### config.mk
export PLATFORM = sky130hd
export DESIGN_NAME = axis_reg_slice
export DESIGN_NICKNAME = d
export VERILOG_FILES = /design/src/hdl/usb_ddr3_pkg.sv /design/src/hdl/axis_reg_slice.sv
export VERILOG_INCLUDE_DIRS = /design/src /design/src/hdl
export SDC_FILE = /design/constraint.sdc
export NUM_CORES = 1
export LEC_CHECK = 0
export BUFFER_PORTS_ARGS = -buffer_cell sky130_fd_sc_hd__buf_2
export CORE_AREA = 10 10 53 55
export DETAILED_ROUTE_END_ITERATION = 10
export DIE_AREA = 0 0 63 65
export GPL_ROUTABILITY_DRIVEN = 0
export PLACE_DENSITY_LB_ADDON = 0.12
export SKIP_CTS_REPAIR_TIMING = 1
export SYNTH_ARGS = -nofsm -noshare
export SYNTH_HDL_FRONTEND = slang
export SYNTH_SLANG_ARGS = --single-unit
### constraint.sdc
create_clock -name clock -period 1.6 [get_ports clock]
set_input_delay 0.08 -clock clock [delete_from_list [all_inputs] [get_ports clock]]
set_output_delay 0.08 -clock clock [all_outputs]
set_load 0.05 [all_outputs]
### src/hdl/usb_ddr3_settings.svh
`ifndef USB_DDR3_SETTINGS_SVH
`define USB_DDR3_SETTINGS_SVH

// Size of the on-chip stand-in for the DDR3 array
`define SRAM_BYTES 2048

// Word address width for SRAM_BYTES / 4 words
`define MEM_ADDR_BITS 9

// Request to reply delay in cycles (1 or more)
`define MEM_RD_LATENCY 2

// Frame addresses are 16 bits wide, so anything above
// MEM_ADDR_BITS wraps around the array

`endif
### src/hdl/usb_ddr3_pkg.sv
`include "usb_ddr3_settings.svh"

package usb_ddr3_pkg;

  // First byte of every command and reply frame
  typedef enum logic [7:0] {
    OP_WRITE = 8'h57,  // 'W'
    OP_READ  = 8'h52,  // 'R'
    OP_ERROR = 8'h45   // 'E', replies only
  } cmd_op_e;

  // One byte on a bulk endpoint stream
  // Valid and ready are carried as separate wires
  typedef struct packed {
    logic [7:0] tdata;
    logic       tlast;
  } axis_beat_t;

  // Request from the command parser to the word memory
  typedef struct packed {
    cmd_op_e                  op;
    logic [`MEM_ADDR_BITS-1:0] addr;   // Word address
    logic [31:0]              wdata;
  } mem_req_t;

  // Reply from the word memory, one per request
  typedef struct packed {
    cmd_op_e     op;
    logic [31:0] rdata;  // Only meaningful for reads
  } mem_rsp_t;

  // Command frames
  //   write : op, addr lo, addr hi, d0, d1, d2, d3
  //   read  : op, addr lo, addr hi
  // Reply frames
  //   write : op
  //   read  : op, d0, d1, d2, d3
  //   error : OP_ERROR

endpackage

### src/hdl/axis_reg_slice.sv
module axis_reg_slice
  import usb_ddr3_pkg::*;
(
    input  logic       clock,
    input  logic       rst_i,
    input  logic       in_tvalid_i,
    output logic       in_tready_o,
    input  axis_beat_t in_beat_i,
    output logic       out_tvalid_o,
    input  logic       out_tready_i,
    output axis_beat_t out_beat_o
);

  logic       main_valid_q;
  logic       spare_valid_q;
  axis_beat_t main_beat_q;
  axis_beat_t spare_beat_q;
  logic       main_free;  // Main register empty or emptying this cycle
  logic       in_fire;

  assign in_tready_o  = !spare_valid_q;  // Registered ready
  assign in_fire      = in_tvalid_i && in_tready_o;
  assign main_free    = !main_valid_q || out_tready_i;
  assign out_tvalid_o = main_valid_q;
  assign out_beat_o   = main_beat_q;

  always_ff @(posedge clock) begin
    if (rst_i) begin
      main_valid_q  <= 1'b0;
      spare_valid_q <= 1'b0;
    end else if (main_free) begin
      // Spare drains first, so order is kept
      main_valid_q  <= spare_valid_q || in_tvalid_i;
      spare_valid_q <= 1'b0;
    end else if (in_fire) begin
      spare_valid_q <= 1'b1;  // Output stalled so the beat is parked
    end
  end

  always_ff @(posedge clock) begin
    if (main_free) begin
      main_beat_q <= spare_valid_q ? spare_beat_q : in_beat_i;
    end
    if (in_fire && !main_free) begin
      spare_beat_q <= in_beat_i;
    end
  end

  // Held beat stays put while the consumer stalls
  assert property (@(posedge clock) disable iff (rst_i)
      out_tvalid_o && !out_tready_i |=> out_tvalid_o && $stable(out_beat_o));

endmodule  /* axis_reg_slice */

# [Word level (Yosys, flattened, before mapping)]
# Index checks and enable logic that the tools add are counted.
[word_totals] ff_bits=20 inputBits=13 output_inout_bits=11 elab_cells=15
[classes] mux=1 n_reduce_logical=8
[op_table] op="two-way mux 9 bit" count=1
[op_table] op="logical NOT 1 bit" count=3
[op_table] op="logical AND 1 bit" count=2
[op_table] op="logical OR 1 bit" count=2
[op_table] op="OR reduction 2 bit" count=1

# [Longest topological paths before layout]
[logic_depth] depth_word=4 depth_mapped=3 ltp_nobuf=2

# [Least setup slack after synthesis]
# OpenSTA, ideal clock, no wires.
[synth_path] kind="register -> register" from="register main_valid_q, in the netlist out_tvalid_o" to="register spare_beat_q[0] (netlist bit), enable pin" setup_ps=389 arrival_ps=1805 slack_ps=-593 stages_incl_launch_ff=3 n_path_buf=0 period_less_slack_ps=2193 path_cell_list="dfxtp_1 -> nand2b_1 -> nor3b_1"
[synth_between] elab_chain_len=4
[synth_lines] item="from (decl)" line="axis_reg_slice.sv:14" rtl="logic main_valid_q;"
[synth_lines] item="from (signal assigned)" line="axis_reg_slice.sv:33" rtl="main_valid_q <= spare_valid_q || in_tvalid_i;"
[synth_lines] item="logical NOT 1 bit" line="axis_reg_slice.sv:23" rtl="assign main_free = !main_valid_q || out_tready_i;"
[synth_lines] item="logical OR 1 bit" line="axis_reg_slice.sv:23"
[synth_lines] item="net main_free" line="axis_reg_slice.sv:18" rtl="logic main_free;"
[synth_lines] item="logical NOT 1 bit" line="axis_reg_slice.sv:44" rtl="if (in_fire && !main_free) begin"
[synth_lines] item="logical AND 1 bit" line="axis_reg_slice.sv:44"
[synth_lines] item="to (signal assigned)" line="axis_reg_slice.sv:45" rtl="spare_beat_q <= in_beat_i;"
[synth_lines] item="to (decl)" line="axis_reg_slice.sv:17" rtl="axis_beat_t spare_beat_q;"
# The timed path passes the listed nets, and every way through them passes these cells.
# A chain may end at the register's enable or synchronous reset.

# [Final worst setup path]
[layout_path] from="register spare_valid_q" to="output port in_tready_o"
[layout_between] elab_chain_len=1
[layout_lines] item="from (decl)" line="axis_reg_slice.sv:15" rtl="logic spare_valid_q;"
[layout_lines] item="from (signal assigned)" line="axis_reg_slice.sv:30" rtl="spare_valid_q <= 1'b0;"
[layout_lines] item="from (signal assigned)" line="axis_reg_slice.sv:34" rtl="spare_valid_q <= 1'b0;"
[layout_lines] item="from (signal assigned)" line="axis_reg_slice.sv:36" rtl="spare_valid_q <= 1'b1;"
[layout_lines] item="logical NOT 1 bit" line="axis_reg_slice.sv:21" rtl="assign in_tready_o = !spare_valid_q;"
[layout_lines] item="to (decl)" line="axis_reg_slice.sv:7" rtl="output logic in_tready_o,"
# No other way between the ends.

==> flow_summary.yaml <==
final_layout:
  nets: 89
  layout_common_cells: "23 x buf_2, 18 x edfxtp_1, 10 x dlygate4sd3_1"
  syn_to_final_growth_pct: 40.0
  final_cell_area_um2: 1050
  multi_input_area_um2: 171
  fill_cells: 160
  diodes: 0
  ff_latch_area_um2: 582
  drive_gt1_share_pct: 56.0
  final_common_cell: "buf_2"
grt:
  grt_first_pass_wirelength_um: 2080
  antenna_found_initial: 0
  gr-usage-all-layers_pct: 6.43
  grt_overflow: 0
  grt_max_degree: 12
  grt_pass1_vias: 477
power:
  power_density_nw_per_um2: 962
  netSwitchingPower_uw: 257
  p_leak_uw: 0.000420
  vdd_drop_max_uv: 680
  p_seq_share_pct: 59.5
  p_comb_share_pct: 16.6
  clockPowerShare_pct: 23.9
  switching_share_pct: 25.3
  p_int_uw: 758
  totalPowerFinal_uw: 1010
worst_setup_path:
  crit_slowest_cell: "dfxtp_1"
  critical_path_class: "flop to primary output"
  cp_data_required_time_ps: 1520
  startpoint_type: "flop"
  cp_max_fo: 6
  crit_arrival_ps: 1130
  r2r_setup_slack_ps: 390
  max_stage_delay_ps: 410
  crit_path_end_kind: "primary output"
  crit_path_cell_trace: "buf_4 > inv_1 > buf_2"
sta:
  rsz0062_at_grt: "false"
  setup_viol: 0
  slew_violations: 0
  clock.fmax_ghz: 0.823
  tightest_slew_ps: 466
  min_period_over_period_pct: 75.9
  setup_tns_ps: 0
  hold_viol: 0
  relSlewSlack_pct: 68.9
  fin_skew_ps: 15.5
  period_minus_slack_ps: 1210
routing:
  wl_per_cell_um: 13.8
  via_per_inst: 4.33
  drt_wl_total_um: 1410
  route.antenna.remaining_nets: 0
  via_count: 442
  firstDrtPassIters: 2
  drc_errors: 0
  drt-initial-drc-count: 13
clocking:
  root_buffer: "clkbuf_4"
  clockBufferDepth: 2
  numCtsBuffers: 3
  worstSkewPairLatency_ps: 300
  clock-sinks: 20
  cts_tree: "built"
  clk_pin_slew_ps: 100
  cts_max_level: 1
synthesis:
  syn_area_um2: 753
  synth.distinct_cells: 11
  syn-num-nets: 49
  synthSimpleGateAreaFrac_pct: 3.32
  yosys-mux-area-fraction_pct: 16.9
  synth-adder-area-share_pct: 0
  synth_compound_area_share_pct: 0.664
  synth_seq_cells: 20
  synthXorXnorAreaFrac_pct: 0
  syn-mean-instance-area_um2: 20.9
  yosysSeqAreaShare_pct: 77.1
  syn_inst: 36
  synth_top_family_by_area: "multiplexers"
  yosysWarningCount: 0
die:
  ios: 24
  start_util_pct: 40.5
  die_height_um: 65
  die_w_um: 63
  row_count: 16
  fp.dieArea_um2: 4100
  coreArea_um2: 1860
outcome:
  status: "finished, final reports clean"
placed_design:
  portBuffers: 23
  dpl-instance-area_um2: 928
  hpwl_um: 968
worst_hold_path:
  hold_path.class: "input pin to flop"
flow_run:
  drv_cap: 0
## flip-flops by register name, summed over array words and instances, names as in the netlist
signal,flops
spare_valid_q,1
out_tvalid_o,1
spare_beat_q,9
out_beat_o,9
## worst paths after layout
path / start / to / cells past startpoint
setup / recovery: spare_valid_q / in_tready_o / 3
hold / removal: in_tvalid_i / spare_valid_q / 3
setup reg to reg: out_tvalid_o / spare_beat_q[0] / 2
hold reg to reg: spare_beat_q[7] / out_beat_o[7] / 1
## logic make-up after synthesis
group / count (synthesis)
AO/OA/AOI/OAI: 1
buffers and inverters: 2
flip-flops: 20
multiplexers: 9
AND/OR/NAND/NOR: 4
## critical path: cells and delay by family, from the launching register on
kind     cells  cell delay [ps]
buf+inv      3              430
flops        1              410
## layer usage
layer	wire length [um]	global-route usage, %	part of all wire (%)
met5	0	0	0
met4	18	4.19	1.3
met1	519	5.84	37
met3	105	2.75	7.5
met2	762	11.5	54
## power by group through the flow
| stage | registers [uW] | logic, uW | clock network, uW |
|---|---|---|---|
| 2_1_floorplan | 687 | 36.0 | 0 |
| 3_3_place_gp | 615 | 151 | 0 |
| 3_5_place_dp | 616 | 151 | 0 |
| 4_1_cts | 604 | 152 | 247 |
| 5_1_grt | 607 | 179 | 274 |
| 6_report | 603 | 169 | 243 |
## cell type report
cell class | instances | share of cell area [%]
Clock buffer | 4 | 2.49
Tap cell | 27 | 3.20
Multi-Input combinational cell | 14 | 16.3
Timing Repair Buffer | 36 | 22.5
Inverter | 1 | 0.356
Sequential cell | 20 | 55.2
## per-stage QoR
step / setup WS [ps] / util [%] / cells / hold slack [ps]
after floorplan: 139 / - / 36 / 142
after global placement: 411 / 49.9 / 88 / 254
after detailed placement: 371 / 49.9 / 88 / 254
after CTS: 361 / 51.3 / 92 / -58.8
after global routing: 286 / 56.7 / 102 / 88.3
final: 385 / 56.7 / 102 / 78.7
## Yosys cell counts
cell type,instances,area share [%]
inv_1,1,0.50
nor3_1,1,0.66
edfxtp_1,18,72
mux2_4,7,14
buf_6,1,1.5
mux2_2,2,3.0
nor2_2,1,0.83
nor3b_1,1,1.0
dfxtp_1,2,5.3
nand2b_1,1,0.83
a21oi_1,1,0.66
No activity file was read; power rests on OpenSTA's default activity.
