`config.mk`:
```
export PLATFORM = sky130hd
export DESIGN_NAME = axis_resp_framer
export DESIGN_NICKNAME = d
export VERILOG_FILES = /design/src/hdl/usb_ddr3_pkg.sv /design/src/hdl/axis_resp_framer.sv
export VERILOG_INCLUDE_DIRS = /design/src /design/src/hdl
export SDC_FILE = /design/constraint.sdc
export NUM_CORES = 1
export LEC_CHECK = 0
export BUFFER_PORTS_ARGS = -buffer_cell sky130_fd_sc_hd__buf_2
export CAP_MARGIN = 20
export CORE_UTILIZATION = 33
export CTS_BUF_LIST = sky130_fd_sc_hd__clkbuf_4 sky130_fd_sc_hd__clkbuf_8
export DETAILED_ROUTE_END_ITERATION = 10
export PLACE_DENSITY_LB_ADDON = 0.25
export SYNTH_ARGS = -nofsm -noshare
export SYNTH_HDL_FRONTEND = slang
export SYNTH_SLANG_ARGS = --single-unit
```
`constraint.sdc`:
```
create_clock -name clock -period 2.8 [get_ports clock]
set_input_delay 0.28 -clock clock [delete_from_list [all_inputs] [get_ports clock]]
set_output_delay 0.28 -clock clock [all_outputs]
set_load 0.005 [all_outputs]
```
`src/hdl/usb_ddr3_settings.svh`:
```
`ifndef USB_DDR3_SETTINGS_SVH
`define USB_DDR3_SETTINGS_SVH

// Size of the on-chip stand-in for the DDR3 array
`define SRAM_BYTES 2048

// Word address width for SRAM_BYTES / 4 words
`define MEM_ADDR_BITS 9

// Request to reply delay in cycles (1 or more)
`define MEM_RD_LATENCY 2

// Frame addresses are 16 bits wide, so anything above
// MEM_ADDR_BITS wraps around the array

`endif
```
`src/hdl/usb_ddr3_pkg.sv`:
```
`include "usb_ddr3_settings.svh"

package usb_ddr3_pkg;

  // First byte of every command and reply frame
  typedef enum logic [7:0] {
    OP_WRITE = 8'h57,  // 'W'
    OP_READ  = 8'h52,  // 'R'
    OP_ERROR = 8'h45   // 'E', replies only
  } cmd_op_e;

  // One byte on a bulk endpoint stream
  // Valid and ready are carried as separate wires
  typedef struct packed {
    logic [7:0] tdata;
    logic       tlast;
  } axis_beat_t;

  // Request from the command parser to the word memory
  typedef struct packed {
    cmd_op_e                  op;
    logic [`MEM_ADDR_BITS-1:0] addr;   // Word address
    logic [31:0]              wdata;
  } mem_req_t;

  // Reply from the word memory, one per request
  typedef struct packed {
    cmd_op_e     op;
    logic [31:0] rdata;  // Only meaningful for reads
  } mem_rsp_t;

  // Command frames
  //   write : op, addr lo, addr hi, d0, d1, d2, d3
  //   read  : op, addr lo, addr hi
  // Reply frames
  //   write : op
  //   read  : op, d0, d1, d2, d3
  //   error : OP_ERROR

endpackage

```
`src/hdl/axis_resp_framer.sv`:
```
module axis_resp_framer
  import usb_ddr3_pkg::*;
(
    input  logic       clock,
    input  logic       rst_i,
    input  logic       req_valid_i,
    input  logic       err_valid_i,
    input  logic       rsp_valid_i,
    input  mem_rsp_t   rsp_i,
    output logic       m_tvalid_o,
    input  logic       m_tready_i,
    output axis_beat_t m_beat_o,
    output logic       busy_o
);

  logic        busy_q;
  logic        tvalid_q;
  logic [2:0]  left_q;   // Bytes still to follow the current one
  logic [39:0] shift_q;  // Reply bytes, next one in the low byte
  logic        m_fire;
  logic        last_beat;

  assign m_fire         = tvalid_q && m_tready_i;
  assign last_beat      = (left_q == 3'd0);
  assign m_tvalid_o     = tvalid_q;
  assign m_beat_o.tdata = shift_q[7:0];
  assign m_beat_o.tlast = last_beat;

  // Busy from the issuing cycle until the reply is gone
  assign busy_o = busy_q || req_valid_i || err_valid_i;

  always_ff @(posedge clock) begin
    if (rst_i) begin
      busy_q   <= 1'b0;
      tvalid_q <= 1'b0;
      left_q   <= 3'd0;
    end else begin
      if (req_valid_i || err_valid_i) begin
        busy_q <= 1'b1;
      end else if (m_fire && last_beat) begin
        busy_q <= 1'b0;
      end

      if (rsp_valid_i) begin
        tvalid_q <= 1'b1;
        left_q   <= (rsp_i.op == OP_READ) ? 3'd4 : 3'd0;  // Write ack is one byte
      end else if (err_valid_i) begin
        tvalid_q <= 1'b1;
        left_q   <= 3'd0;
      end else if (m_fire) begin
        if (last_beat) begin
          tvalid_q <= 1'b0;
        end else begin
          left_q <= left_q - 3'd1;
        end
      end
    end
  end

  // Reply payload, opcode first then data LSB first
  always_ff @(posedge clock) begin
    if (rsp_valid_i) begin
      shift_q <= {rsp_i.rdata, rsp_i.op};
    end else if (err_valid_i) begin
      shift_q <= {32'd0, OP_ERROR};
    end else if (m_fire) begin
      shift_q <= {8'd0, shift_q[39:8]};
    end
  end

  // Held byte stays put under back-pressure
  assert property (@(posedge clock) disable iff (rst_i)
      m_tvalid_o && !m_tready_i |=> m_tvalid_o && $stable(m_beat_o));

  // Memory replies only arrive for a tracked command with the output idle
  assert property (@(posedge clock) disable iff (rst_i)
      rsp_valid_i |-> busy_q && !tvalid_q);

endmodule  /* axis_resp_framer */

```
# Word-level counts from Yosys, hierarchy flattened

Cells that the tools add are included.

Register bits after elaboration: 45
Input port bits: 46
Output and inout port bits: 11
Word-level logic and storage cells: 32

Equality and inequality tests: 2
Multiplexer cells: 14
Reductions and logical operators: 11
Add/subtract/negate cells: 1

Operators with widths:

| kind                                                                | count |
|---|---|
| 40-bit two-way mux                                                  | 3 |
| 3-bit two-way mux                                                   | 5 |
| 8-bit by 7-bit == test with 1-bit output (second input constant)    | 1 |
| 1-bit two-way mux                                                   | 6 |
| 3-bit nonzero test                                                  | 2 |
| 2-bit AND reduction                                                 | 2 |
| 3-bit logical NOT                                                   | 1 |
| 1-bit logical OR                                                    | 3 |
| 3-bit != test (second input constant)                               | 1 |
| 3-bit by 1-bit subtractor with 3-bit output (second input constant) | 1 |
| 1-bit logical AND                                                   | 2 |
| 2-bit nonzero test                                                  | 1 |

# Depth between registers and ports, before layout

Word-level depth: 5
Mapped depth: 6
Mapped depth without buffers: 6

# Worst setup path before layout

OpenSTA, ideal clock, no wires.

Path kind: input to register
From: input err_valid_i
To: register shift_q[0], enable pin
Setup slack: 0.826 ns
Required time: 2.268 ns
Data arrival time: 1.442 ns
Library setup time: 0.532 ns
Buffers on the path: 1
Cell stages on the path: 3
Cells stage by stage: nor2_1 > clkbuf_1 > nand2_1

Longest elaborated chain between the ends: 1

RTL lines:

| what                                | RTL line               | RTL |
|---|---|---|
| start: declaration                  | axis_resp_framer.sv:7  | `input logic err_valid_i,` |
| 3-bit nonzero test (no source line) | n/a                    |  |
| end signal: assignment              | axis_resp_framer.sv:63 | `shift_q <= {rsp_i.rdata, rsp_i.op};` |
| end signal: assignment              | axis_resp_framer.sv:65 | `shift_q <= {32'd0, OP_ERROR};` |
| end signal: assignment              | axis_resp_framer.sv:67 | `shift_q <= {8'd0, shift_q[39:8]};` |
| end: declaration                    | axis_resp_framer.sv:19 | `logic [39:0] shift_q;` |

No other way between the ends.
A chain may end at the register's enable or synchronous reset.

# Final worst setup path

From: register left_q[0]
To: register left_q[0]

Longest elaborated chain between the ends: 5
Elaborated cells on any way between the ends: 8
Those cells by class: add/sub (1); eq/ne (1); mux (4); reduce/logical (2)

RTL lines:

| what                                        | RTL line               | RTL |
|---|---|---|
| start: declaration                          | axis_resp_framer.sv:18 | `logic [2:0] left_q;` |
| start signal: assignment                    | axis_resp_framer.sv:46 | `left_q <= (rsp_i.op == OP_READ) ? 3'd4 : 3'd0;` |
| start signal: assignment                    | axis_resp_framer.sv:54 | `left_q <= left_q - 3'd1;` |
| 3-bit by 1-bit subtractor with 3-bit output | axis_resp_framer.sv:54 |  |
| 3-bit two-way mux                           | axis_resp_framer.sv:51 | `if (last_beat) begin` |
| 3-bit two-way mux                           | axis_resp_framer.sv:50 | `end else if (m_fire) begin` |
| 3-bit two-way mux                           | axis_resp_framer.sv:47 | `end else if (err_valid_i) begin` |
| 3-bit two-way mux                           | axis_resp_framer.sv:44 | `if (rsp_valid_i) begin` |

Parallel ways exist; a longest one is shown, timed or not. The select of a mux whose other input is x is not followed.

==> flow_summary.toml <==
[run_status]
outcome = "finished, final reports clean"

[timing]
hold_viol = 0
max-slew-margin-rel_pct = 69.68
min_period_ns = 1.562
hold_slack_ns = 0.2237
worst_pin_slew_ns = 0.4549
fin_crit_sh_pct = 55.79
fin_skew_ns = 0.007239
setup_viol = 0
rsz0062_at_grt = "false"
fmax_ghz = 0.6402
tns_ns = 0
maxSlewViolCount = 0

[clock_network]
cts_root_buf = "clkbuf_8"
htree_num_levels = 2
post_cts_buffers = 0
clk_path_buf_depth = 2
clock-sinks = 45
cts_buffers = 5
clk_pin_slew_ns = 0.08
cts_tree = "built"
cts-resized-gates = 0
insertion_delay_ns = 0.29
ctsHoldBuffers = 0

[route]
route.detailed.drc = 0
routed_via_density = 4.667
num_vias = 1232
firstDrtPassIters = 4
antenna_left = 0
drt-total-wl_microns = 3243
avgRoutedWirePerCell_microns = 12.28
drt-initial-drc-count = 36

[flow_run]
maxCapViolCount = 0

[synthesis]
ys_top_cells_by_count = "edfxtp_1, a22o_1, buf_4"
yosys.area_share.adder_pct = 1.274
synthArstFlopShare_pct = 0
synth.distinct_cells = 29
synth-simple-area-share_pct = 9.045
ys.flop_type = "edfxtp_1"
ys_seq_elements = 45
synth-seq-area-share_pct = 66.24
yosysMostFrequentCell = "edfxtp_1"
yosys_warnings = 0
synth-compound-area-share_pct = 17.26
synth_mux_area_share_pct = 0
synth-edff-count = 40
synth.top_cell.area_share_pct = 61.15
synth_fp_nets = 191
synth_top_family_by_area = "compound AO/OA/AOI/OAI gates"
synth-xor-area-share_pct = 0
synth_area_sq_mm = 0.001964
synthTopCellsByArea = "edfxtp_1, a22o_1, dfxtp_1"
synthCells = 143
syn_area_per_cell_sq_um = 13.74
yosysTopAreaCell = "edfxtp_1"

[worst_setup_path]
max_stage_delay_ns = 0.35
r2r_cells = 6
end_kind = "flip-flop"
cp_num_buf_inv = 2
cp_num_cells = 6
worstPathCellList = "inv_1 -> ha_1 -> nand2b_4 -> inv_4 -> or3_1 -> a2111oi_2"
worstSetupStartpointType = "flip-flop"
cp.required_ns = 3.00
path_max_fanout = 5
cp_slowest_cell = "or3_1"
cp_top_family = "simple AND/OR/NAND/NOR gates"
worstPathArrival_ns = 1.76
critPathKind = "flip-flop to flip-flop"

[floorplanning]
initial_utilization_pct = 35.03
io_pins = 57
die_x_microns = 79.16
die_area_sq_mm = 0.006266
die_h_microns = 79.16
core-area_sq_mm = 0.005608
rows = 27

[final_layout]
seq_area_sq_mm = 0.001301
area_delta_synth_final_pct = 19.62
antenna-diode-count = 0
nets = 239
multiInputGateArea_sq_um = 546.8
drive_above_1_share_pct = 37.50
fillers = 534

[hold_path]
hold-path-cell-count = 2
hold_class = "primary input to flip-flop"

[global_route]
antenna_found_initial = 0
grt_pass1_vias = 1172
grt_pass1_wl_microns = 5154
gr-usage-all-layers_pct = 11.17
gr-total-overflow = 0
grt_max_degree = 50

[place]
portBuffers = 56
gp_congestion = 0.7877
detailed_place_hpwl_microns = 2224

[power]
irDropWorstVdd_v = 0.0002520
pwr_density_cell_mw_per_mm2 = 568.2
power.leakage_nw = 0.9592
==> kinds of logic after synthesis <==
kind of cell	count (synthesis)
AOI/OAI and AO/OA	43
adders and majority gates	2
and+or+nand+nor	31
buffers and inverters	22
DFF	45
==> per-stage QoR <==
step           worst slack, ns  instances  utilization (%)  instance area (sq um)  power (mW)
2_1_floorplan           0.8259        143                -                   1964      0.9149
3_3_place_gp             1.219        256            40.27                   2258      0.9624
3_5_place_dp             1.204        256            40.27                   2258      0.9635
4_1_cts                  1.223        264            41.90                   2350       1.355
5_1_grt                  1.074        264            41.90                   2350       1.403
6_report                 1.238        264            41.90                   2350       1.335
==> placed cells by master (no fill, tap or decap), drive strengths merged, types with 2 or more instances in the layout <==
cell / n
buf: 59
edfxtp: 40
a22o: 27
o21ai: 9
and2: 8
nand2: 7
dfxtp: 5
clkbuf: 5
nor2: 5
inv: 4
or3: 3
nand2b: 3
clkinv: 3
a21oi: 2
ha: 2
a2111oi: 2
==> power by group <==
part	total, mW	internal [mW]	switching [mW]
combinational	0.133	0.0683	0.0651
sequential	0.812	0.798	0.0146
clock	0.389	0.177	0.213
==> worst reg2reg max path: cells and delay by family, from the launching register on <==
kind | cells | cell delay (ns)
simple gates | 2 | 0.45
flops | 1 | 0.34
compound gates | 1 | 0.34
buf+inv | 2 | 0.10
fa+ha+maj | 1 | 0.24
==> registers in the layout (all words and copies together) (netlist names) <==
| signal | cells |
|---|---|
| shift_q | 40 |
| busy_q | 1 |
| m_tvalid_o | 1 |
| left_q | 3 |
==> final cells by class <==
class	instances	share of cell area [%]
clock buffers	5	2.929
clock inverters	3	0.9585
inverters	4	0.7455
multi-input cells	76	23.27
flip-flops and latches	45	55.38
well taps	72	3.834
repair buffers	59	12.89
==> final timing paths <==
check                              start                endpoint  slack, ns
setup / recovery  left_q[0]$_SDFFE_PP0P_  left_q[0]$_SDFFE_PP0P_       1.24
hold / removal                     rst_i  left_q[0]$_SDFFE_PP0P_       0.22
setup reg to reg  left_q[0]$_SDFFE_PP0P_  left_q[0]$_SDFFE_PP0P_       1.24
hold reg to reg      busy_q$_SDFFE_PP0P_     busy_q$_SDFFE_PP0P_       0.50
==> routing by layer <==
layer / global-route usage (%) / share of wire (%) / up-vias
li1: - / - / 634
met4: 4.909 / 0.77 / 0
met5: 0 / 0 / -
met2: 18.88 / 48 / 52
met3: 4.138 / 9.3 / 2
met1: 12.52 / 42 / 544
Power figures use the tool's default switching activity.
