==> src/hdl/usb_ddr3_settings.svh <==
`ifndef USB_DDR3_SETTINGS_SVH
`define USB_DDR3_SETTINGS_SVH

// Size of the on-chip stand-in for the DDR3 array
`define SRAM_BYTES 2048

// Word address width for SRAM_BYTES / 4 words
`define MEM_ADDR_BITS 9

// Request to reply delay in cycles (1 or more)
`define MEM_RD_LATENCY 2

// Frame addresses are 16 bits wide, so anything above
// MEM_ADDR_BITS wraps around the array

`endif
==> src/hdl/usb_ddr3_pkg.sv <==
`include "usb_ddr3_settings.svh"

package usb_ddr3_pkg;

  // First byte of every command and reply frame
  typedef enum logic [7:0] {
    OP_WRITE = 8'h57,  // 'W'
    OP_READ  = 8'h52,  // 'R'
    OP_ERROR = 8'h45   // 'E', replies only
  } cmd_op_e;

  // One byte on a bulk endpoint stream
  // Valid and ready are carried as separate wires
  typedef struct packed {
    logic [7:0] tdata;
    logic       tlast;
  } axis_beat_t;

  // Request from the command parser to the word memory
  typedef struct packed {
    cmd_op_e                  op;
    logic [`MEM_ADDR_BITS-1:0] addr;   // Word address
    logic [31:0]              wdata;
  } mem_req_t;

  // Reply from the word memory, one per request
  typedef struct packed {
    cmd_op_e     op;
    logic [31:0] rdata;  // Only meaningful for reads
  } mem_rsp_t;

  // Command frames
  //   write : op, addr lo, addr hi, d0, d1, d2, d3
  //   read  : op, addr lo, addr hi
  // Reply frames
  //   write : op
  //   read  : op, d0, d1, d2, d3
  //   error : OP_ERROR

endpackage

==> src/hdl/axis_cmd_parser.sv <==
`include "usb_ddr3_settings.svh"

module axis_cmd_parser
  import usb_ddr3_pkg::*;
(
    input  logic       clock,
    input  logic       rst_i,
    input  logic       s_tvalid_i,
    output logic       s_tready_o,
    input  axis_beat_t s_beat_i,
    input  logic       busy_i,
    output logic       req_valid_o,
    output mem_req_t   req_o,
    output logic       err_valid_o
);

  typedef enum logic [2:0] {ST_OP, ST_ADDR, ST_DATA, ST_DRAIN, ST_ISSUE} state_e;

  state_e      state_q;
  logic [1:0]  cnt_q;      // Byte index inside the address or data field
  logic [7:0]  addr_lo_q;
  logic        err_q;
  mem_req_t    req_q;
  logic        s_fire;
  logic        op_ok;
  logic [15:0] addr_full;

  assign s_tready_o  = !busy_i && (state_q != ST_ISSUE);  // One command in flight
  assign s_fire      = s_tvalid_i && s_tready_o;
  assign op_ok       = (s_beat_i.tdata == OP_WRITE) || (s_beat_i.tdata == OP_READ);
  assign addr_full   = {s_beat_i.tdata, addr_lo_q};
  assign req_valid_o = (state_q == ST_ISSUE);
  assign err_valid_o = err_q;
  assign req_o       = req_q;

  // Frame sequencing and length checks
  always_ff @(posedge clock) begin
    if (rst_i) begin
      state_q <= ST_OP;
      cnt_q   <= 2'd0;
      err_q   <= 1'b0;
    end else begin
      err_q <= 1'b0;
      if (state_q == ST_ISSUE) begin
        state_q <= ST_OP;
      end else if (s_fire) begin
        case (state_q)
          ST_OP: begin
            cnt_q <= 2'd0;
            if (s_beat_i.tlast) begin
              err_q <= 1'b1;  // A lone opcode byte is never a frame
            end else if (!op_ok) begin
              state_q <= ST_DRAIN;
            end else begin
              state_q <= ST_ADDR;
            end
          end
          ST_ADDR: begin
            if (cnt_q == 2'd0) begin
              cnt_q <= 2'd1;
              if (s_beat_i.tlast) begin
                err_q   <= 1'b1;
                state_q <= ST_OP;
              end
            end else begin
              cnt_q <= 2'd0;
              if (req_q.op == OP_READ) begin
                state_q <= s_beat_i.tlast ? ST_ISSUE : ST_DRAIN;
              end else if (s_beat_i.tlast) begin
                err_q   <= 1'b1;  // Write frame cut short
                state_q <= ST_OP;
              end else begin
                state_q <= ST_DATA;
              end
            end
          end
          ST_DATA: begin
            cnt_q <= cnt_q + 2'd1;
            if (cnt_q == 2'd3) begin
              state_q <= s_beat_i.tlast ? ST_ISSUE : ST_DRAIN;
            end else if (s_beat_i.tlast) begin
              err_q   <= 1'b1;
              state_q <= ST_OP;
            end
          end
          ST_DRAIN: begin
            // Discard until the host closes the frame
            if (s_beat_i.tlast) begin
              err_q   <= 1'b1;
              state_q <= ST_OP;
            end
          end
          default: state_q <= ST_OP;
        endcase
      end
    end
  end

  // Request assembly
  always_ff @(posedge clock) begin
    if (s_fire) begin
      case (state_q)
        ST_OP: req_q.op <= cmd_op_e'(s_beat_i.tdata);
        ST_ADDR: begin
          if (cnt_q == 2'd0) begin
            addr_lo_q <= s_beat_i.tdata;
          end else begin
            req_q.addr <= addr_full[`MEM_ADDR_BITS-1:0];  // High bits alias
          end
        end
        ST_DATA: req_q.wdata[8*cnt_q+:8] <= s_beat_i.tdata;  // LSB first
        default: ;
      endcase
    end
  end

  // A frame ends in either a request or an error, never both
  assert property (@(posedge clock) disable iff (rst_i) !(req_valid_o && err_valid_o));

endmodule  /* axis_cmd_parser */

==> config.mk <==
export PLATFORM = sky130hd
export DESIGN_NAME = axis_cmd_parser
export DESIGN_NICKNAME = d
export VERILOG_FILES = /design/src/hdl/usb_ddr3_pkg.sv /design/src/hdl/axis_cmd_parser.sv
export VERILOG_INCLUDE_DIRS = /design/src /design/src/hdl
export SDC_FILE = /design/constraint.sdc
export NUM_CORES = 1
export LEC_CHECK = 0
export ABC_CLOCK_PERIOD_IN_PS = 3050
export BUFFER_PORTS_ARGS = -buffer_cell sky130_fd_sc_hd__buf_2
export CORE_MARGIN = 2
export CORE_UTILIZATION = 25
export DETAILED_ROUTE_END_ITERATION = 12
export SETUP_SLACK_MARGIN = 0.5
export SYNTH_ARGS = -nofsm -noshare
export SYNTH_HDL_FRONTEND = slang
export SYNTH_SLANG_ARGS = --single-unit
==> constraint.sdc <==
create_clock -name clock -period 3.05 [get_ports clock]
set_input_delay 0.4575 -clock clock [delete_from_list [all_inputs] [get_ports clock]]
set_output_delay 0.4575 -clock clock [all_outputs]
set_load 0.005 [all_outputs]
# Word level (Yosys, flattened, before mapping)
# Index checks and enable logic that the tools add are counted.
# Widths: inputs -> output; s select.
[classes] n_addsub=2 multipliers=0 n_div=0 magnitude_cmp=0 n_eq_ne=10 shift=2 n_mux=17 bitwise_logic=3 n_reduce_logical=16
[op_table] op="$neg 5->34" count=1
[op_table] op="$shift 8x34->32 const A" count=1
[op_table] op="$shiftx 8x34->32" count=1
[op_table] op="$bwmux 32" count=1
[op_table] op="$eq 8x7->1 const B" count=3
[op_table] op="$mux 3" count=6
[op_table] op="$pmux 3 s4" count=1
[op_table] op="$reduce_and 3->1" count=3
[op_table] op="$eq 3x2->1 const B" count=2
[op_table] op="$pmux 2 s3" count=1
[op_table] op="$reduce_and 2->1" count=3
[op_table] op="$mux 1" count=5
[op_table] op="$mux 2" count=2
[op_table] op="$reduce_or 2->1" count=2
[op_table] op="$eq 3x1->1 const B" count=1
[op_table] op="$eq 3x3->1 const B" count=1
[op_table] op="$logic_not 3->1" count=1
[op_table] op="$ne 3x3->1 const B" count=1
[op_table] op="$not 1->1" count=3
[op_table] op="$pmux 1 s3" count=1
[op_table] op="$reduce_bool 3->1" count=1
[op_table] op="$reduce_or 3->1" count=1
[op_table] op="$add 2x1->2 const B" count=1
[op_table] op="$eq 2x2->1 const B" count=1
[op_table] op="5 further kinds" count=6
[word_totals] regBits=63 latchBits=0 ram_bits=0 romBits=0 in_bits=13 wordCells=57 n_memories=0

# Longest topological paths before layout
# Gate-level depths: netlist of the first run.
[logic_depth] depth_word=5 depth_mapped=6 ltp_nobuf=5

# Least setup slack after synthesis of the first run
# OpenSTA, ideal clock, no wires.
[synth_path] path_kind="in2reg" startpoint="input port busy_i" endpoint="register req_q (netlist bit req_o[32]), enable pin" arrival_ps=1989 t_required_ps=2647 slack_ps=658 stages=3 cell_sequence="or3b_1 > buf_2 > nor4b_1"
[synth_between] elab_chain_len=4
[synth_lines] element="start, declared" line="axis_cmd_parser.sv:11" source="input logic busy_i,"
[synth_lines] element="$logic_not 1->1" line="axis_cmd_parser.sv:28" source="assign s_tready_o = !busy_i && (state_q != ST_ISSUE);"
[synth_lines] element="$logic_and 1x1->1" line="axis_cmd_parser.sv:28"
[synth_lines] element="$logic_and 1x1->1" line="axis_cmd_parser.sv:29" source="assign s_fire = s_tvalid_i && s_tready_o;"
[synth_lines] element="$reduce_and 3->1 (no line)"
[synth_lines] element="end, declared" line="axis_cmd_parser.sv:23" source="mem_req_t req_q;"
# No other way between the ends.
# A chain may end at the register's enable or synchronous reset.

# Final worst setup path of the first run
[layout_path] startpoint="register state_q[2]" endpoint="register req_q (netlist bit req_o[8]), enable pin"
[layout_between] elab_chain_len=4 elab_cells_between_ends=5 classes_between="eq/ne (2); reduce/logical (3)"
[layout_lines] element="start, declared" line="axis_cmd_parser.sv:19" source="state_e state_q;"
[layout_lines] element="start signal, assigned" line="axis_cmd_parser.sv:68" source="state_q <= s_beat_i.tlast ? ST_ISSUE : ST_DRAIN;"
[layout_lines] element="start signal, assigned" line="axis_cmd_parser.sv:80" source="state_q <= s_beat_i.tlast ? ST_ISSUE : ST_DRAIN;"
[layout_lines] element="$ne 3x3->1" line="axis_cmd_parser.sv:28"
[layout_lines] element="$logic_and 1x1->1" line="axis_cmd_parser.sv:28"
[layout_lines] element="$logic_and 1x1->1" line="axis_cmd_parser.sv:29"
[layout_lines] element="$reduce_and 2->1 (no line) (*)"
# Every way passes the cells marked *; elsewhere a longest branch is shown, timed or not.

==> metrics.cfg, run 1 <==
[routing]
routed_via_density=4.17
drtAntennaViolNets=0
drc=0
drt_iter0_drc=101
first_pass_iters=4
wire_per_inst_um=14.6
vias=1543
totalWireLength_um=5400

[worst_setup_path]
cp_top_family=simple AND/OR/NAND/NOR gates
r2r-start=state_q[2]$_SDFFE_PP0P_
timing.rr.end=req_o[8]$_DFFE_PP_
ff2ff_path_depth=3
crit_required_ns=3.05
crit_arrival_ns=2.02
cp_num_buf_inv=0
max_stage_delay_ns=0.51
reg2reg_slack_ns=1.04
path_cells=or3b_1 -> nor3b_1 -> and2_1
cp_max_fo=8
startpoint_type=flop
slowest_stage=or3b_1
critical_path.endpoint_type=flop
path_class=reg -> reg

[synthesis]
yosysSeqAreaShare_pct=73.1
syn-cell-area_um2=2510
ys_warn_count=0
syn_nets=179
synth_seq_cells=63
yosys_most_used_dff=edfxtp_1
synthTopCellsByArea=edfxtp_1 68%, and2_1 9.5%, dfxtp_1 4.8%
synth_top_cell_area_share_pct=68.3
synthDistinctLibCells=33
synth_area_leader_cell=edfxtp_1
syn_inst=160
syn_area_per_cell_um2=15.7
synth_edf_count=57
synth-async-reset-ratio_pct=0

[clock_tree]
cts_tree=done
clock_path_buffers=2
post_cts_resized=0
path_clk_slew_ns=0.07
hold_buffers=0
root_buffer=clkbuf_8
cts_max_level=3
clk_latency_ns=0.34
cts_sinks=63
cts_buffers=9
postCtsSetupBuffers=0

[die]
die_y_um=104
core-area_um2=9770
rows=36
die_w_um=104
initial_core_util_pct=25.6
die_area_um2=10800
ios=65

[sta]
timing.final.crit_share_pct=66.1
rsz0062_at_grt=false
layout_setup_ws_ns=1.04
finalMaxSlewViolations=0
worst_pin_slew_ns=0.756
finalSetupTns_ns=0
slew_headroom_pct=49.5
hold_viol=0
setup_violations=0
period_minus_slack_ns=2.01
whs_ns=0.388
fmax_ghz=0.496
finalClockSkew_ns=0.00915

[job]
cap_violations=0

[worst_hold_path]
hp-start=rst_i
min_path_type=in -> reg
min_path_cells=2
min_to=cnt_q[1]$_SDFFE_PP0P_

[placed_design]
dp_slack_ns=0.813
place_hpwl_um=3830
numPortBuffers=64
gp_congestion=0.688

[grt]
grt_usage_pct=10.7
first_global_vias=1561
grt_pass1_wl_um=8700
antenna_found_initial=0
grt_overflow=0
grt_max_degree=17

[power]
p_comb_share_pct=3.8
leakagePower_nw=1.11
max-vdd-ir-drop_uv=203
power_frac_clock_pct=44.4
internal_power_mw=1.45
p_per_area_nw_per_um2=571
power_switching_mw=0.396
swShare_pct=21.5
seqPwrFrac_pct=51.9

[final_layout]
fill_cells=973
drive_above_1_share_pct=36.3
diodes=0
fin_nets=251
seq_area_um2=1830
multi_input_area_um2=653
syn_to_final_growth_pct=28.6

[outcome]
status=complete, no violations

[area by class of cell]
class / count / share of cell area [%]
clock buffer: 9 / 3.84
clock inverter: 7 / 3.26
inverter: 2 / 0.233
multi-input combinational: 90 / 20.3
sequential: 63 / 56.8
tap: 133 / 5.16
timing repair buffer: 66 / 10.4
[power groups by stage]
stage | Clock [mW] | Combinational [mW] | Sequential (mW)
after CTS | 0.831 | 0.0707 | 0.955
after global routing | 0.870 | 0.0784 | 0.957
after global placement | 0 | 0.0687 | 0.974
final | 0.817 | 0.0698 | 0.955
after detailed placement | 0 | 0.0705 | 0.975
after floorplan | 0 | 0.0357 | 0.970
[registers in the layout, indices dropped and copies added (netlist names)]
name / cells
err_valid_o: 1
req_o: 49
addr_lo_q: 8
cnt_q: 2
state_q: 3
[cell usage after synthesis, types with 2 or more instances]
| cell | n |
|---|---|
| nor4b_1 | 3 |
| nand2b_1 | 2 |
| o21ai_1 | 3 |
| a21oi_1 | 3 |
| mux2i_1 | 2 |
| ha_1 | 6 |
| dfxtp_1 | 6 |
| and2_1 | 38 |
| and3_1 | 2 |
| nor3_1 | 2 |
| nor3b_1 | 6 |
| clkbuf_1 | 4 |
| and3b_1 | 2 |
| nor2_1 | 5 |
| edfxtp_1 | 57 |
| nor4bb_1 | 2 |
[layer usage]
| metal | global-route usage [%] | vias up | wire length [um] |
|---|---|---|---|
| li1 | - | 736 | - |
| met1 | 13.5 | 749 | 2430 |
| met2 | 16.6 | 48 | 2550 |
| met3 | 3.13 | 10 | 288 |
| met4 | 5.60 | 0 | 119 |
| met5 | 0 | - | 0 |
[worst register-to-register path, stage by stage, from the launching register on]
cell     delay [ns]
dfxtp_1        0.35
or3b_1         0.51
nor3b_1        0.39
and2_1         0.43
[cell usage in the layout (no fill, tap or decap), types with 2 or more instances in the layout]
master / instances
buf_4: 2
buf_2: 64
nor3_1: 2
nand2b_1: 2
edfxtp_1: 57
dfxtp_1: 6
mux2i_1: 2
nor4b_1: 2
and3b_1: 2
a21oi_1: 3
nor2_1: 5
and3_1: 2
bufinv_16: 2
nor3b_1: 6
clkbuf_8: 9
nor4bb_1: 2
and2_1: 38
clkinv_4: 2
o21ai_1: 3
ha_1: 6
[worst max-delay path by stage]
| stage | from | end | slack [ns] | cells past startpoint |
|---|---|---|---|---|
| final | state_q[2]$_SDFFE_PP0P_ | req_o[8]$_DFFE_PP_ | 1.04 | 3 |
| after global routing | cnt_q[0]$_SDFFE_PP0P_ | req_o[9]$_DFFE_PP_ | 0.80 | 4 |
| after CTS | state_q[2]$_SDFFE_PP0P_ | req_o[3]$_DFFE_PP_ | 0.98 | 3 |
| after detailed placement | busy_i | req_o[6]$_DFFE_PP_ | 0.81 | 4 |
| after global placement | busy_i | req_o[17]$_DFFE_PP_ | 0.82 | 4 |
| after floorplan | busy_i | req_o[32]$_DFFE_PP_ | 0.66 | 3 |
[per-stage QoR]
stage | cell area (um^2) | std cells | util [%] | power [mW]
after floorplan | 2510 | 160 | - | 1.01
after global placement | 2990 | 354 | 30.6 | 1.04
after detailed placement | 2990 | 354 | 30.6 | 1.05
after CTS | 3220 | 370 | 33.0 | 1.86
after global routing | 3220 | 370 | 33.0 | 1.91
final | 3220 | 370 | 33.0 | 1.84
[cell families after synthesis]
| kind of cell | after synthesis | synth area share (%) |
|---|---|---|
| xor gates and xnor gates | 1 | 0.350 |
| and+or+nand+nor | 70 | 18.6 |
| buffers and inverters | 7 | 1.10 |
| muxes | 2 | 0.799 |
| AOI/OAI and AO/OA | 11 | 3.05 |
| DFF | 63 | 73.1 |
| adders and majority gates | 6 | 3.00 |
Note: power is estimated with default switching activity, not from simulation.
==> inputs of run 2 (changes only) <==
Settings changed: ABC_AREA set to 1, ABC_CLOCK_PERIOD_IN_PS 3050 to 1600.
Clock period 3.05 ns to 1.6 ns, I/O delays scaled along.
==> metrics.cfg, run 2 <==
[grt]
first_global_vias=1896  ; +21%
grt_overflow=0  ; unchanged
use_met1_pct=14.1  ; +0.61 points
grt_pass1_wl_um=9720  ; +12%
grt_max_degree=11  ; -6
busiest_layer=met2
globalRouteMet2Util_pct=19.0  ; +2.4 points
met3_usage_pct=4.57  ; +1.4 points
antenna_found_initial=0  ; unchanged
grt_usage_pct=11.7  ; +1.0 points

[routing]
wire_per_inst_um=14.0  ; -4.0%
drt_iter0_drc=100  ; -0.99%
drc=0  ; unchanged
first_pass_iters=4  ; unchanged
drtAntennaViolNets=0  ; unchanged
vias=1842  ; +19%
routed_via_density=4.19  ; +0.39%
totalWireLength_um=6160  ; +14%

[sta]
layout_setup_ws_ns=0.134  ; -0.901 ns
worst_pin_slew_ns=0.345  ; -0.411 ns
hold_viol=0  ; unchanged
finalSetupTns_ns=0  ; unchanged
setup_violations=0  ; unchanged
fmax_ghz=0.682  ; +37%
period_minus_slack_ns=1.47  ; -0.549 ns
slew_headroom_pct=77.0  ; +27 points
timing.final.crit_share_pct=91.6  ; +26 points
finalMaxSlewViolations=0  ; unchanged
rsz0062_at_grt=true
finalClockSkew_ns=0.00413  ; -0.00501 ns

[synthesis]
yosysMostFrequentCell=edfxtp_1
synthDistinctLibCells=25  ; -24%
syn_nets=218  ; +22%
synth_area_leader_cell=edfxtp_1
syn_inst=199  ; +24%
ys_warn_count=0  ; unchanged
synth_common_cells=57 x edfxtp_1, 44 x nor2_1, 28 x inv_1
synth-async-reset-ratio_pct=0  ; unchanged
syn_area_per_cell_um2=12.6  ; -20%
yosysSeqAreaShare_pct=73.2  ; +0.11 points
synth_seq_cells=63  ; unchanged
yosys_most_used_dff=edfxtp_1
synth_top_cell_area_share_pct=68.4  ; +0.10 points
synthTopCellsByArea=edfxtp_1 68%, nor2_1 6.6%, dfxtp_1 4.8%
syn-cell-area_um2=2500  ; -0.15%
synth_edf_count=57  ; unchanged

[worst_setup_path]
crit_arrival_ns=1.51  ; -0.51 ns
path_class=reg -> reg
ff2ff_path_depth=7  ; +4
slowest_stage=dfxtp_4
max_stage_delay_ns=0.38  ; -0.13 ns
cp_max_fo=9  ; +1
critical_path.endpoint_type=flop
crit_required_ns=1.65  ; -1.40 ns
startpoint_type=flop
path_cells=buf_6 -> nor2_4 -> nand2_4 -> nand3_4 -> buf_4 -> nor3_4 -> buf_6
crit_top_cell=buf_6

[clock_tree]
cts_buffers=9  ; unchanged
clk_latency_ns=0.33  ; about the same
root_buffer=clkbuf_8
hold_buffers=0  ; unchanged
path_clk_slew_ns=0.07  ; about the same
clock_path_buffers=2  ; unchanged
cts_sinks=63  ; unchanged
cts_tree=done
cts_max_level=3  ; unchanged

[final_layout]
fin_nets=321  ; +28%
syn_to_final_growth_pct=52.9
drive_above_1_share_pct=59.6  ; +23 points
fin_util_pct=39.3  ; +6.3 points
diodes=0  ; unchanged
seq_area_um2=1850  ; +0.89%
multi_input_area_um2=901  ; +38%
mostFrequentLayoutCell=buf_2
mostFrequentLayoutCells=64 x buf_2, 57 x edfxtp_1, 20 x buf_4
fill_cells=916  ; -5.9%
largest_register_ff_count=49  ; unchanged

[die]
die_y_um=104  ; about the same
core-area_um2=9730  ; -0.46%
ios=65  ; unchanged
die_area_um2=10800  ; -0.14%
initial_core_util_pct=25.7  ; +0.080 points
rows=36  ; unchanged
die_w_um=104  ; about the same

[power]
max-vdd-ir-drop_uv=420  ; +110%
p_per_area_nw_per_um2=907  ; +59%
leakagePower_nw=1.49  ; +35%
power_mw=3.47  ; +88%

[worst_hold_path]
min_path_type=in -> reg
min_path_cells=1  ; -1

[placed_design]
gp_congestion=0.828  ; +20%
place_hpwl_um=4270  ; +11%
numPortBuffers=64  ; unchanged
dp_slack_ns=0.107  ; -0.706 ns

[outcome]
status=complete, no violations

[job]
cap_violations=0  ; unchanged

==> run 2: worst paths after layout <==
path                                start                endpoint  slack (ns)
setup / recovery  state_q[1]$_SDFFE_PP0P_     req_o[36]$_DFFE_PP_        0.13
hold / removal                s_beat_i[8]  addr_lo_q[7]$_DFFE_PP_        0.13
setup reg to reg  state_q[1]$_SDFFE_PP0P_     req_o[36]$_DFFE_PP_        0.13
hold reg to reg    addr_lo_q[5]$_DFFE_PP_     req_o[37]$_DFFE_PP_        0.42
==> run 2: routing by layer <==
layer / up-vias / wire length (um)
met2: 49 / 3020
met5: - / 0
met4: 0 / 108
li1: 887 / -
met3: 9 / 300
met1: 897 / 2730
==> run 2: area by class of cell <==
class | instances | area share, %
multi-input cells | 105 | 23.6
clock buffers | 12 | 3.53
repair buffers | 92 | 15.1
well taps | 133 | 4.35
inverters | 31 | 3.93
flip-flops and latches | 63 | 48.3
clock inverters | 4 | 1.21
==> run 2: timing repair <==
action	in CTS	in global routing
pin swaps	13	15
setup buffers	20	4
setup endpoints to repair	118	138
gates resized for setup	38	32
==> run 2: critical path: cells and delay by family (launching register included) <==
kind / cells / cell delay [ns]
flip-flops: 1 / 0.38
buffers and inverters: 3 / 0.47
AND/OR/NAND/NOR: 4 / 0.34
==> run 2: report_power, final <==
| group | total [mW] | switching, mW | internal (mW) |
|---|---|---|---|
| Clock | 1.32 | 0.603 | 0.714 |
| Combinational | 0.334 | 0.199 | 0.135 |
| Sequential | 1.82 | 0.0151 | 1.80 |
| Total | 3.47 | 0.817 | 2.65 |
==> run 2: logic make-up (layout without fill, tap and decap cells) <==
kind of cell               after synthesis  count (layout)  synth area share (%)
adders and majority gates                6               6                  3.00
and+or+nand+nor                         85              85                  15.7
xor gates and xnor gates                 1               1                 0.350
DFF                                     63              63                  73.2
AOI/OAI and AO/OA                       13              13                  3.10
buffers and inverters                   31             139                  4.70
==> run 2: metrics by stage <==
stage                     std cells  hold slack, ns  area (um^2)
after global placement          400           0.407         3190
after global routing            440           0.106         3820
after detailed placement        400           0.405         3190
final                           440           0.128         3820
after CTS                       436           0.118         3670
after floorplan                 199           0.302         2670
==> inputs of run 3 (changes only) <==
Settings changed: CTS_BUF_LIST set to sky130_fd_sc_hd__clkbuf_2 sky130_fd_sc_hd__clkbuf_4 sky130_fd_sc_hd__clkbuf_8, MAX_ROUTING_LAYER set to met4.
==> metrics.cfg, run 3 (synthesis gave the netlist of run 2 again) <==
[outcome]
status=complete, no violations

[final_layout]
stdcell_area_um2=3840  ; +0.29%
fin_util_pct=39.4  ; +0.12 points
drive_above_1_share_pct=60.6  ; +0.98 points
mostFrequentLayoutCell=buf_2
mostFrequentLayoutCells=64 x buf_2, 57 x edfxtp_1, 20 x buf_4
fin_nets=321  ; unchanged
diodes=0  ; unchanged
largest_register_ff_count=49  ; unchanged
syn_to_final_growth_pct=53.3
final_cells=440  ; unchanged

[power]
p_comb_share_pct=9.5  ; about the same
power_mw=3.52  ; +1.5%
power_switching_mw=0.819  ; +0.24%
internal_power_mw=2.70  ; +1.9%
seqPwrFrac_pct=51.6  ; -0.8 points
swShare_pct=23.3  ; -0.30 points
power_frac_clock_pct=38.9  ; +0.9 points
leakagePower_nw=1.50  ; +0.60%
max-vdd-ir-drop_uv=434  ; +3.3%
p_per_area_nw_per_um2=918  ; +1.2%

[clock_tree]
root_buffer=clkbuf_8
cts_sinks=63  ; unchanged
hold_buffers=0  ; unchanged
cts_tree=done
clock_path_buffers=2  ; unchanged
cts_buffers=9  ; unchanged
path_clk_slew_ns=0.07  ; about the same
cts_max_level=3  ; unchanged
clk_latency_ns=0.34  ; about the same

[grt]
grt_overflow=0  ; unchanged
antenna_found_initial=0  ; unchanged
grt_pass1_wl_um=9750  ; +0.35%
grt_max_degree=11  ; unchanged
first_global_vias=1892  ; -0.21%
grt_usage_pct=12.1  ; +0.37 points

[placed_design]
gp_congestion=0.840  ; +1.5%
numPortBuffers=64  ; unchanged
dp_slack_ns=0.107  ; unchanged
post_dp_cell_area_um2=3190  ; unchanged
dp_cells=400  ; unchanged
place_hpwl_um=4270  ; unchanged

[routing]
drt_iter0_drc=84  ; -16%
first_pass_iters=6  ; +2
wire_per_inst_um=14.1  ; +0.70%
vias=1846  ; +0.22%
routed_via_density=4.20  ; +0.22%
drtAntennaViolNets=0  ; unchanged
totalWireLength_um=6210  ; +0.70%
drc=0  ; unchanged

[die]
die_w_um=104  ; unchanged
core-area_um2=9730  ; unchanged
rows=36  ; unchanged
die_y_um=104  ; unchanged
ios=65  ; unchanged
die_area_um2=10800  ; unchanged
initial_core_util_pct=25.7  ; unchanged

[sta]
hold_viol=0  ; unchanged
worst_pin_slew_ns=0.345  ; -0.0000778 ns
slew_headroom_pct=77.0  ; about the same
fmax_ghz=0.677  ; -0.74%
rsz0062_at_grt=true
layout_setup_ws_ns=0.123  ; -0.0110 ns
whs_ns=0.124  ; -0.00446 ns
finalSetupTns_ns=0  ; unchanged
finalMaxSlewViolations=0  ; unchanged
timing.final.crit_share_pct=92.3  ; +0.69 points
finalClockSkew_ns=0.00379  ; -0.000345 ns
setup_violations=0  ; unchanged
period_minus_slack_ns=1.48  ; +0.0110 ns

[job]
cap_violations=0  ; unchanged

[worst_setup_path]
path_class=reg -> reg
crit_required_ns=1.62  ; -0.03 ns
crit_top_cell=nor2_4
slowest_stage=dfxtp_4
path_cells=buf_6 -> nor2_4 -> nand2_4 -> nand3_4 -> nor2_4 -> inv_4 -> nor2_4
max_stage_delay_ns=0.38  ; about the same
crit_arrival_ns=1.50  ; about the same
cp_max_fo=8  ; -1
startpoint_type=flop
critical_path.endpoint_type=flop

[worst_hold_path]
min_path_type=in -> reg

[run 3: cell count changes in the layout (fill, tap and decap cells not counted)]
cell,change
clkbuf_1,-3
clkbuf_4,+3
[run 3: per-layer routing]
layer	wire (um)	up-vias	share of wire (%)	GRT usage (%)
met3	308	8	5.0	4.57
met4	106	0	1.7	4.25
li1	-	886	-	-
met2	3050	53	49	19.0
met5	0	-	0	-
met1	2740	899	44	14.1
[run 3: power by group through the flow]
| stage | clock [mW] | combinational (mW) | sequential [mW] |
|---|---|---|---|
| CTS | 1.37 | 0.290 | 1.82 |
| finish | 1.37 | 0.335 | 1.82 |
| global placement | 0 | 0.215 | 1.86 |
| floorplan | 0 | 0.134 | 1.86 |
| detailed placement | 0 | 0.218 | 1.86 |
| global route | 1.48 | 0.362 | 1.82 |
[run 3: cell type report]
cell class / count / area [um^2]
fill: 917 / 5890
sequential: 63 / 1850
multi-input combinational: 105 / 901
timing repair buffer: 92 / 578
tap: 133 / 166
inverter: 31 / 150
clock buffer: 12 / 146
clock inverter: 4 / 46.3
[run 3: final timing paths]
path / from / end / slack [ns] / cells after the start
min reg2reg: addr_lo_q[5]$_DFFE_PP_ / req_o[37]$_DFFE_PP_ / 0.42 / 0
max: state_q[1]$_SDFFE_PP0P_ / req_o[7]$_DFFE_PP_ / 0.12 / 7
max reg2reg: state_q[1]$_SDFFE_PP0P_ / req_o[7]$_DFFE_PP_ / 0.12 / 7
min: s_beat_i[4] / addr_lo_q[3]$_DFFE_PP_ / 0.12 / 1
[run 3: worst max-delay path: cells and delay by family, from the launching register on]
kind          cells  cell delay [ns]
buf+inv           2             0.19
flops             1             0.38
simple gates      5             0.59
[run 3: repair_timing]
item,CTS,global route
gates resized for setup,38,32
pin swaps,13,14
setup endpoints to repair,118,140
setup buffers,20,4
